[config.mk]
export PLATFORM = sky130hd
export DESIGN_NAME = correlator
export DESIGN_NICKNAME = d
export VERILOG_FILES = /design/src/corr_geom_pkg.sv /design/src/result_bus_pkg.sv /design/src/input_stage.sv /design/src/cross_engine.sv /design/src/auto_engine.sv /design/src/result_arbiter.sv /design/src/result_ram.sv /design/src/correlator.sv
export SDC_FILE = /design/constraint.sdc
export NUM_CORES = 2
export LEC_CHECK = 0
export ABC_CLOCK_PERIOD_IN_PS = 36300
export BUFFER_PORTS_ARGS = -buffer_cell sky130_fd_sc_hd__buf_2
export CAP_MARGIN = 20
export CORE_MARGIN = 8
export CORE_UTILIZATION = 50
export CTS_BUF_LIST = sky130_fd_sc_hd__clkbuf_8 sky130_fd_sc_hd__clkbuf_16
export CTS_CLUSTER_SIZE = 28
export DETAILED_ROUTE_END_ITERATION = 8
export GPL_TIMING_DRIVEN = 0
export PLACE_DENSITY_LB_ADDON = 0.1
export SLEW_MARGIN = 0
export SYNTH_ARGS = -nofsm -noshare
export SYNTH_HDL_FRONTEND = slang
export SYNTH_SLANG_ARGS = --single-unit
[constraint.sdc]
create_clock -name pllclk -period 36.3 [get_ports pllclk]
set_clock_uncertainty 0.05 [all_clocks]
set_input_delay 5.445 -clock pllclk [delete_from_list [all_inputs] [get_ports pllclk]]
set_output_delay 5.445 -clock pllclk [all_outputs]
set_load 0.05 [all_outputs]
[src/corr_geom_pkg.sv]
`default_nettype none

package corr_geom_pkg;

	localparam int num_inputs = 4;
	localparam int lag_cross = 3;
	localparam int lag_auto = 2;
	localparam int history_len = 3;
	localparam int num_baselines = num_inputs * (num_inputs - 1) / 2;
	localparam int integ_samples = 64;
	localparam int num_cross_words = num_baselines * lag_cross;
	localparam int num_auto_words = num_inputs * lag_auto;
	localparam int auto_base = num_cross_words;

	typedef logic [num_inputs-1:0] sample_vec_t;
	typedef logic [num_inputs-1:0] line_mask_t;
	typedef logic [15:0] count_t;
	typedef logic [5:0] frame_cnt_t;

	// now is the newest sample, d2 the oldest one kept.
	typedef struct packed {
		sample_vec_t now;
		sample_vec_t d1;
		sample_vec_t d2;
	} taps_t;

	// sample vector seen lag strobes ago.
	function automatic sample_vec_t tap_vec(taps_t t, int lag);
		case (lag)
			0: return t.now;
			1: return t.d1;
			history_len - 1: return t.d2;
			default: return '0;
		endcase
	endfunction

endpackage

`default_nettype wire

[src/result_bus_pkg.sv]
`default_nettype none

package result_bus_pkg;

	import corr_geom_pkg::*;

	localparam int ram_depth = 32;

	typedef logic [4:0] addr_t;

	// one word of an engine dump.
	typedef struct packed {
		logic req;
		addr_t addr;
		count_t data;
		logic last;
	} result_wr_t;

endpackage

`default_nettype wire

[src/input_stage.sv]
`timescale 1ns/1ps
`default_nettype none

module input_stage
	import corr_geom_pkg::*;
(
	input wire logic pllclk,
	input wire logic reset,
	input wire sample_vec_t adc_bits,
	input wire logic smp_strobe,
	output taps_t taps,
	output logic sample_en,
	output logic frame_last
);

	frame_cnt_t frame_cnt;

	// history shifts one place per strobe and runs on across frames.
	always_ff @(posedge pllclk) begin
		if (!reset) begin
			taps <= '0;
		end else if (smp_strobe) begin
			taps.now <= adc_bits;
			taps.d1 <= taps.now;
			taps.d2 <= taps.d1;
		end
	end

	// counter wraps by itself after integ_samples strobes.
	always_ff @(posedge pllclk) begin
		if (!reset) begin
			frame_cnt <= '0;
			sample_en <= 1'b0;
			frame_last <= 1'b0;
		end else begin
			sample_en <= smp_strobe;
			frame_last <= smp_strobe && (frame_cnt == frame_cnt_t'(integ_samples - 1));
			if (smp_strobe) begin
				frame_cnt <= frame_cnt + 1'b1;
			end
		end
	end

endmodule

`default_nettype wire

[src/cross_engine.sv]
`timescale 1ns/1ps
`default_nettype none

module cross_engine
	import corr_geom_pkg::*, result_bus_pkg::*;
(
	input wire logic pllclk,
	input wire logic reset,
	input wire taps_t taps,
	input wire logic sample_en,
	input wire logic frame_last,
	input wire line_mask_t line_mask,
	output result_wr_t wr,
	input wire logic grant
);

	typedef enum logic {
		st_idle,
		st_dump
	} cross_state_t;

	cross_state_t state;
	addr_t word_idx;
	logic [num_cross_words-1:0] hit;
	count_t live [num_cross_words];
	count_t snap [num_cross_words];

	// word order is baseline by baseline, lag 0 to 2 inside each.
	always_comb begin
		int w;
		sample_vec_t dv;
		w = 0;
		hit = '0;
		for (int a = 0; a < num_inputs; a++) begin
			for (int b = a + 1; b < num_inputs; b++) begin
				for (int lag = 0; lag < lag_cross; lag++) begin
					dv = tap_vec(taps, lag);
					hit[w] = sample_en && !line_mask[a] && !line_mask[b] &&
						(taps.now[a] == dv[b]);
					w++;
				end
			end
		end
	end

	always_ff @(posedge pllclk) begin
		if (!reset) begin
			for (int i = 0; i < num_cross_words; i++) begin
				live[i] <= '0;
			end
		end else if (sample_en) begin
			for (int i = 0; i < num_cross_words; i++) begin
				live[i] <= frame_last ? '0 : live[i] + count_t'(hit[i]);
			end
		end
	end

	// snapshot includes the closing sample of the frame.
	always_ff @(posedge pllclk) begin
		if (sample_en && frame_last) begin
			for (int i = 0; i < num_cross_words; i++) begin
				snap[i] <= live[i] + count_t'(hit[i]);
			end
		end
	end

	always_ff @(posedge pllclk) begin
		if (!reset) begin
			state <= st_idle;
			word_idx <= '0;
		end else begin
			case (state)
				st_idle: begin
					if (sample_en && frame_last) begin
						state <= st_dump;
						word_idx <= '0;
					end
				end
				st_dump: begin
					if (grant) begin
						if (wr.last) begin
							state <= st_idle;
						end
						word_idx <= word_idx + 1'b1;
					end
				end
				default: state <= st_idle;
			endcase
		end
	end

	always_comb begin
		wr.req = (state == st_dump);
		wr.addr = word_idx;
		wr.data = snap[word_idx];
		wr.last = (word_idx == addr_t'(num_cross_words - 1));
	end

	no_frame_during_dump: assert property (
		@(posedge pllclk) disable iff (!reset)
		frame_last |-> state == st_idle
	);

endmodule

`default_nettype wire

[src/auto_engine.sv]
`timescale 1ns/1ps
`default_nettype none

module auto_engine
	import corr_geom_pkg::*, result_bus_pkg::*;
(
	input wire logic pllclk,
	input wire logic reset,
	input wire taps_t taps,
	input wire logic sample_en,
	input wire logic frame_last,
	input wire line_mask_t line_mask,
	output result_wr_t wr,
	input wire logic grant
);

	typedef enum logic {
		st_idle,
		st_dump
	} auto_state_t;

	auto_state_t state;
	addr_t word_idx;
	logic [num_auto_words-1:0] hit;
	count_t live [num_auto_words];
	count_t snap [num_auto_words];

	// two words per input, lag 1 then lag 2.
	always_comb begin
		sample_vec_t dv;
		hit = '0;
		for (int i = 0; i < num_inputs; i++) begin
			for (int lag = 1; lag <= lag_auto; lag++) begin
				dv = tap_vec(taps, lag);
				hit[i*lag_auto + lag - 1] = sample_en && !line_mask[i] &&
					(taps.now[i] == dv[i]);
			end
		end
	end

	always_ff @(posedge pllclk) begin
		if (!reset) begin
			for (int i = 0; i < num_auto_words; i++) begin
				live[i] <= '0;
			end
		end else if (sample_en) begin
			for (int i = 0; i < num_auto_words; i++) begin
				live[i] <= frame_last ? '0 : live[i] + count_t'(hit[i]);
			end
		end
	end

	always_ff @(posedge pllclk) begin
		if (sample_en && frame_last) begin
			for (int i = 0; i < num_auto_words; i++) begin
				snap[i] <= live[i] + count_t'(hit[i]);
			end
		end
	end

	always_ff @(posedge pllclk) begin
		if (!reset) begin
			state <= st_idle;
			word_idx <= '0;
		end else begin
			case (state)
				st_idle: begin
					if (sample_en && frame_last) begin
						state <= st_dump;
						word_idx <= '0;
					end
				end
				st_dump: begin
					if (grant) begin
						if (wr.last) begin
							state <= st_idle;
						end
						word_idx <= word_idx + 1'b1;
					end
				end
				default: state <= st_idle;
			endcase
		end
	end

	// auto words sit after the cross block.
	always_comb begin
		wr.req = (state == st_dump);
		wr.addr = addr_t'(auto_base) + word_idx;
		wr.data = snap[word_idx[2:0]];
		wr.last = (word_idx == addr_t'(num_auto_words - 1));
	end

	no_frame_during_dump: assert property (
		@(posedge pllclk) disable iff (!reset)
		frame_last |-> state == st_idle
	);

endmodule

`default_nettype wire

[src/result_arbiter.sv]
`timescale 1ns/1ps
`default_nettype none

module result_arbiter
	import result_bus_pkg::*;
(
	input wire logic pllclk,
	input wire logic reset,
	input wire result_wr_t cross_wr,
	input wire result_wr_t auto_wr,
	output logic cross_grant,
	output logic auto_grant,
	output result_wr_t ram_wr,
	output logic frame_done
);

	logic auto_served;
	logic cross_done;
	logic auto_done;
	logic cross_end;
	logic auto_end;

	// on a tie the engine not served last wins.
	always_comb begin
		cross_grant = cross_wr.req && (!auto_wr.req || auto_served);
		auto_grant = auto_wr.req && (!cross_wr.req || !auto_served);
		ram_wr = cross_grant ? cross_wr : auto_wr;
		ram_wr.req = cross_grant || auto_grant;
		cross_end = cross_grant && cross_wr.last;
		auto_end = auto_grant && auto_wr.last;
	end

	// auto_served starts set so cross goes first.
	always_ff @(posedge pllclk) begin
		if (!reset) begin
			auto_served <= 1'b1;
			cross_done <= 1'b0;
			auto_done <= 1'b0;
			frame_done <= 1'b0;
		end else begin
			if (cross_grant) begin
				auto_served <= 1'b0;
			end else if (auto_grant) begin
				auto_served <= 1'b1;
			end
			frame_done <= 1'b0;
			if ((cross_done || cross_end) && (auto_done || auto_end)) begin
				frame_done <= 1'b1;
				cross_done <= 1'b0;
				auto_done <= 1'b0;
			end else begin
				cross_done <= cross_done || cross_end;
				auto_done <= auto_done || auto_end;
			end
		end
	end

	// a waiting engine keeps the same word until it is taken.
	held_request: assert property (
		@(posedge pllclk) disable iff (!reset)
		(cross_wr.req && !cross_grant) |=> (cross_wr.req && $stable(cross_wr.addr))
	);

endmodule

`default_nettype wire

[src/result_ram.sv]
`timescale 1ns/1ps
`default_nettype none

module result_ram
	import corr_geom_pkg::*, result_bus_pkg::*;
(
	input wire logic pllclk,
	input wire result_wr_t ram_wr,
	input wire addr_t rd_addr,
	output count_t rd_data
);

	count_t mem [ram_depth];

	always_ff @(posedge pllclk) begin
		if (ram_wr.req) begin
			mem[ram_wr.addr] <= ram_wr.data;
		end
	end

	// one cycle read latency.
	always_ff @(posedge pllclk) begin
		rd_data <= mem[rd_addr];
	end

endmodule

`default_nettype wire

[src/correlator.sv]
`timescale 1ns/1ps
`default_nettype none

module correlator
	import corr_geom_pkg::*, result_bus_pkg::*;
(
	input wire logic pllclk,
	input wire logic reset,
	input wire sample_vec_t adc_bits,
	input wire logic smp_strobe,
	input wire line_mask_t line_mask,
	input wire addr_t rd_addr,
	output count_t rd_data,
	output logic frame_done
);

	taps_t taps;
	logic sample_en;
	logic frame_last;
	result_wr_t cross_wr;
	result_wr_t auto_wr;
	result_wr_t ram_wr;
	logic cross_grant;
	logic auto_grant;

	input_stage stage0 (
		.pllclk(pllclk),
		.reset(reset),
		.adc_bits(adc_bits),
		.smp_strobe(smp_strobe),
		.taps(taps),
		.sample_en(sample_en),
		.frame_last(frame_last)
	);

	cross_engine cross0 (
		.pllclk(pllclk),
		.reset(reset),
		.taps(taps),
		.sample_en(sample_en),
		.frame_last(frame_last),
		.line_mask(line_mask),
		.wr(cross_wr),
		.grant(cross_grant)
	);

	auto_engine auto0 (
		.pllclk(pllclk),
		.reset(reset),
		.taps(taps),
		.sample_en(sample_en),
		.frame_last(frame_last),
		.line_mask(line_mask),
		.wr(auto_wr),
		.grant(auto_grant)
	);

	result_arbiter arb0 (
		.pllclk(pllclk),
		.reset(reset),
		.cross_wr(cross_wr),
		.auto_wr(auto_wr),
		.cross_grant(cross_grant),
		.auto_grant(auto_grant),
		.ram_wr(ram_wr),
		.frame_done(frame_done)
	);

	result_ram ram0 (
		.pllclk(pllclk),
		.ram_wr(ram_wr),
		.rd_addr(rd_addr),
		.rd_data(rd_data)
	);

endmodule

`default_nettype wire

After elaboration in Yosys (flattened, before gate mapping)
Memories as Yosys holds them, arrays and structs flattened. A register that Yosys moved wholly into a read port is not among the register bits.
Cells that the tools add are included.
{"block": "classes", "addsub": 30, "eq_ne": 33, "mux": 79, "bitwise": 29, "n_reduce_logical": 59}
{"op": "two-way mux 16 bit", "count": 52}
{"op": "adder 16 x 1 -> 16 bit", "count": 26}
{"op": "logical AND 1 bit", "count": 43}
{"op": "== test 1 bit", "count": 26}
{"op": "bitwise OR 1 bit", "count": 26}
{"op": "two-way mux 5 bit", "count": 5}
{"op": "two-way mux 22 bit", "count": 1}
{"op": "one-hot mux 5 bit (2 select lines)", "count": 2}
{"op": "two-way mux 1 bit", "count": 15}
{"op": "adder 5 x 1 -> 5 bit, second input constant", "count": 2}
{"op": "!= test 2 x 1 -> 1 bit, second input constant", "count": 4}
{"op": "logical NOT 1 bit", "count": 7}
{"op": "adder 6 x 1 -> 6 bit, second input constant", "count": 1}
{"op": "== test 6 bit, second input constant", "count": 1}
{"op": "two-way mux 3 bit", "count": 2}
{"op": "adder 5 bit, first input constant", "count": 1}
{"op": "== test 5 x 3 -> 1 bit, second input constant", "count": 1}
{"op": "== test 5 bit, second input constant", "count": 1}
{"op": "logical OR 1 bit", "count": 5}
{"op": "one-hot mux 1 bit (2 select lines)", "count": 2}
{"op": "AND reduction 2 bit", "count": 2}
{"op": "inverter 1 bit", "count": 3}
{"op": "nonzero test 2 bit", "count": 1}
{"op": "OR reduction 2 bit", "count": 1}
{"block": "totals", "ff_bits": 36, "mem_bits_rw": 1344, "in_bits": 16, "elab_cells": 249, "n_memories": 5}
{"name": "ram0.mem", "depth": 32, "word_bits": 16, "read_ports": 1, "rd_clocked_by_memory_dff": 1, "wr": 1, "line": "result_ram.sv:13", "source": "count_t mem [ram_depth];"}
{"name": "cross0.live", "depth": 18, "word_bits": 16, "read_ports": 18, "rd_clocked_by_memory_dff": 0, "wr": 18, "line": "cross_engine.sv:25", "source": "count_t live [num_cross_words];"}
{"name": "cross0.snap", "depth": 18, "word_bits": 16, "read_ports": 1, "rd_clocked_by_memory_dff": 1, "wr": 18, "line": "cross_engine.sv:26", "source": "count_t snap [num_cross_words];"}
{"name": "auto0.live", "depth": 8, "word_bits": 16, "read_ports": 8, "rd_clocked_by_memory_dff": 0, "wr": 8, "line": "auto_engine.sv:25", "source": "count_t live [num_auto_words];"}
{"name": "auto0.snap", "depth": 8, "word_bits": 16, "read_ports": 1, "rd_clocked_by_memory_dff": 1, "wr": 8, "line": "auto_engine.sv:26", "source": "count_t snap [num_auto_words];"}

Logic depth before layout (Yosys ltp)
{"block": "logic_depth", "word_depth": 7, "ltp_mapped": 10}

Hierarchy
From an unflattened synthesis, not the netlist that was laid out.
{"block": "unflattened", "cells_unflattened": 4238, "hier_area_um2": 62396.1}
{"mod": "cross_engine", "n_inst": 1, "cells_each": 2115, "area_per_inst_um2": 27966.8}
{"mod": "result_ram", "n_inst": 1, "cells_each": 1143, "area_per_inst_um2": 20535.9}
{"mod": "auto_engine", "n_inst": 1, "cells_each": 870, "area_per_inst_um2": 12610.8}
{"mod": "input_stage", "n_inst": 1, "cells_each": 69, "area_per_inst_um2": 779.5}
{"mod": "result_arbiter", "n_inst": 1, "cells_each": 41, "area_per_inst_um2": 503.0}

Least setup slack after synthesis
Ideal clock, no wire load.
{"block": "synth_timing", "path_kind": "input to register", "from": "in reset", "to": "mem auto0.live[0][0] (netlist bit) (enable)", "setup_ns": 0.857, "arrival_ns": 15.021, "t_required_ns": 35.393, "setup_slack_ns": 20.372, "stages": 2, "path_cell_list": "clkbuf_1 nand2b_1"}
{"element": "from (decl)", "line": "correlator.sv:8", "source": "input wire logic reset,"}
{"element": "to (decl)", "line": "auto_engine.sv:25"}

==> metrics <==
hold crit path type reg -> reg; outcome finished, final reports clean; 1st-pass router iterations 6; Die Span X 366.3 um; Finished Cell Area 69,860 um^2; # rows 128; Max-slew headroom 10.69%; Worst setup EP type flop; Starting Density 50.40%; post-synthesis sequential area ratio 67.75%; leakage 23.83 nW; Num CTS Buffers 148; Worst-Skew Late Latency 0.78 ns; gr ovfl total 0; FF+latch count, synth 1,404; Req. time, crit path 36.84 ns; Via Count 34,240; RSZ-0062 raised after global routing no; Worst-path clk slew 0.06 ns; Synth async-reset ratio 0%; first-pass GRT wire length 221,900 um; Final Hold Fails 0; pin count of the biggest net entering global routing 121; Die ar. 134,200 um^2; Iteration-0 DRC Markers 3,421; Die Height 366.3 um; # IOs 33; layout overhead on the synthesized area 13.89%; YS warnings 0; post-route ant nets 0; Crit Path Category in -> reg; Tmin final 7.935 ns; fill cell count 9,482; measured slew at the worst slew-check pin 1.340 ns; Crit Path Max Fanout 10; core footprint 121,700 um^2; vias in the first global route 33,580; highest ir drop seen on vdd 0.00004269 V; Syn Std Cell Area 61,340 um^2; final RePlAce weighted congestion 0.8843; worst slack, placed 27.62 ns; WL/cell 25.47 um; EDFF count, synth 1,344; Syn Nets 3,945; initial antenna violation count 8; clock root cell clkbuf_16; final wirelength 149,200 um; synth unique cells 51; CTS tree yes; Avg Synthesized Cell Area 15.88 um^2; DP Area 65,000 um^2; gr usage total 21.91%; Final Cycle Share 21.86%; Peak Freq 126.0 MHz; startpoint types input port; total of max-cap violations 0; # nets final 4,195; CTS max path bufs 3; post-CTS sizing 0; Clock Sinks 1,404; hpwl dp 107,200 um; # setup viols final 0; WP data arrival 8.47 ns; Post-CTS Setup Repair Bufs 0; PortBufs 26; max-slew violations 0; ys flop type edfxtp_1; layout cells sized above 1 15.86%; Synth Instances 3,862; DRC 0; H-tree depth 4; Hold Buf Count CTS 0; hold slack 0.3731 ns; slack of the critical path 28.37 ns; final setup TNS 0 ns; PD cells 49.51 nW/um^2; DR vias/cell 5.845
[synthesized netlist by cell type (80+ instances only)]
cell type  instances  area share (%)
and3_1           122             1.2
mux2i_1          122             2.0
nand3_1          159             1.3
mux4_2           224             8.2
nand2_1          206             1.3
xnor2_1          189             2.7
xor2_1           166             2.4
nand4_1           94            0.96
nor3_1            80            0.65
edfxtp_1        1344              66
clkbuf_1         129            0.79
and2_1           295             3.0
[cell type report]
class	instances	area [um^2]	share of cell area, %
antenna	2	5.005	0.007164
buffer	167	678.2	0.9707
clock buffer	151	3745	5.360
clock inverter	119	1089	1.558
inverter	46	180.2	0.2579
multi-input combinational	2245	19300	27.62
sequential	1404	41560	59.49
tap	1625	2033	2.910
timing repair buffer	100	1272	1.821
[cell families after synthesis]
| group | Yosys count | share of synthesized area, % |
|---|---|---|
| AOI/OAI and AO/OA | 197 | 2.009 |
| buffers and inverters | 213 | 1.387 |
| and+or+nand+nor | 1231 | 11.30 |
| DFF | 1404 | 67.75 |
| adders and majority gates | 67 | 1.367 |
| xor gates and xnor gates | 355 | 5.069 |
| muxes | 395 | 11.11 |
[metal layers]
metal	up-vias	routed length (um)	global-route usage, %
met5	-	31	0
met3	188	9222	3.433
li1	15530	-	-
met4	4	2906	5.219
met2	1042	69920	34.39
met1	17480	67160	32.36
[cells in the final DEF (no fill, tap or decap), types with 16 or more instances in the layout]
cell and instances:
a21oi_1 75, a22oi_1 33, and2_1 295, and3_1 122
and4_1 52, buf_16 16, buf_2 51, buf_6 42
clkbuf_1 129, clkbuf_16 148, clkinv_1 26, clkinv_2 27
dfxtp_1 60, edfxtp_1 1344, ha_1 67, inv_1 82
mux2_2 49, mux2i_1 122, mux4_2 224, nand2_1 206
nand2b_1 34, nand3_1 159, nand4_1 94, nor2_1 49
nor2b_1 21, nor3_1 48, nor3_2 32, nor4_1 40
o21ai_0 41, or3_1 45, xnor2_1 189, xor2_1 166
[registers in the layout (all words and copies together), names as in the netlist, named ones only]
signal             cells
auto0.state            1
stage0.sample_en       1
auto0.live           128
ram0.mem             512
cross0.state           1
stage0.frame_last      1
arb0.cross_done        1
ram0.rd_data          16
cross0.snap          288
cross0.word_idx        5
stage0.taps           12
stage0.frame_cnt       6
arb0.auto_done         1
arb0.auto_served       1
auto0.word_idx         5
cross0.live          288
auto0.snap           128
arb0.frame_done        1
[through the flow]
stage / power, mW / cells / util [%]
2_1_floorplan: 1.960 / 3862 / -
5_1_grt: 3.562 / 5859 / 57.40
3_3_place_gp: 2.015 / 5513 / 52.18
4_1_cts: 3.486 / 5855 / 57.38
6_report: 3.459 / 5859 / 57.40
3_5_place_dp: 1.999 / 5585 / 53.41
[where the power goes]
| part | leakage, nW | total (mW) | switching, mW | internal (mW) |
|---|---|---|---|---|
| Combinational | 8.02 | 0.136 | 0.0831 | 0.0526 |
| Sequential | 13.3 | 1.83 | 0.0286 | 1.80 |
| Clock | 2.50 | 1.49 | 0.650 | 0.844 |
| Total | 23.8 | 3.46 | 0.761 | 2.70 |
[critical path, stage by stage]
cell and delay [ns]:
buf_2 0.24, nor2b_1 0.53, and2_1 0.30, buf_2 0.38, buf_2 0.50, buf_1 0.77
nand2_1 0.11, mux2i_1 0.17
[final timing paths]
kind / startpoint / endpoint / slack, ns / depth (start not counted)
max reg2reg: flop / ram0.mem[0][15] / 32.36 / 8
min: arb0.cross_done / arb0.auto_done / 0.37 / 1
max: reset / cross0.live[0][46] / 28.37 / 8
min reg2reg: arb0.cross_done / arb0.auto_done / 0.37 / 1
(Power assumes the default switching activity.)
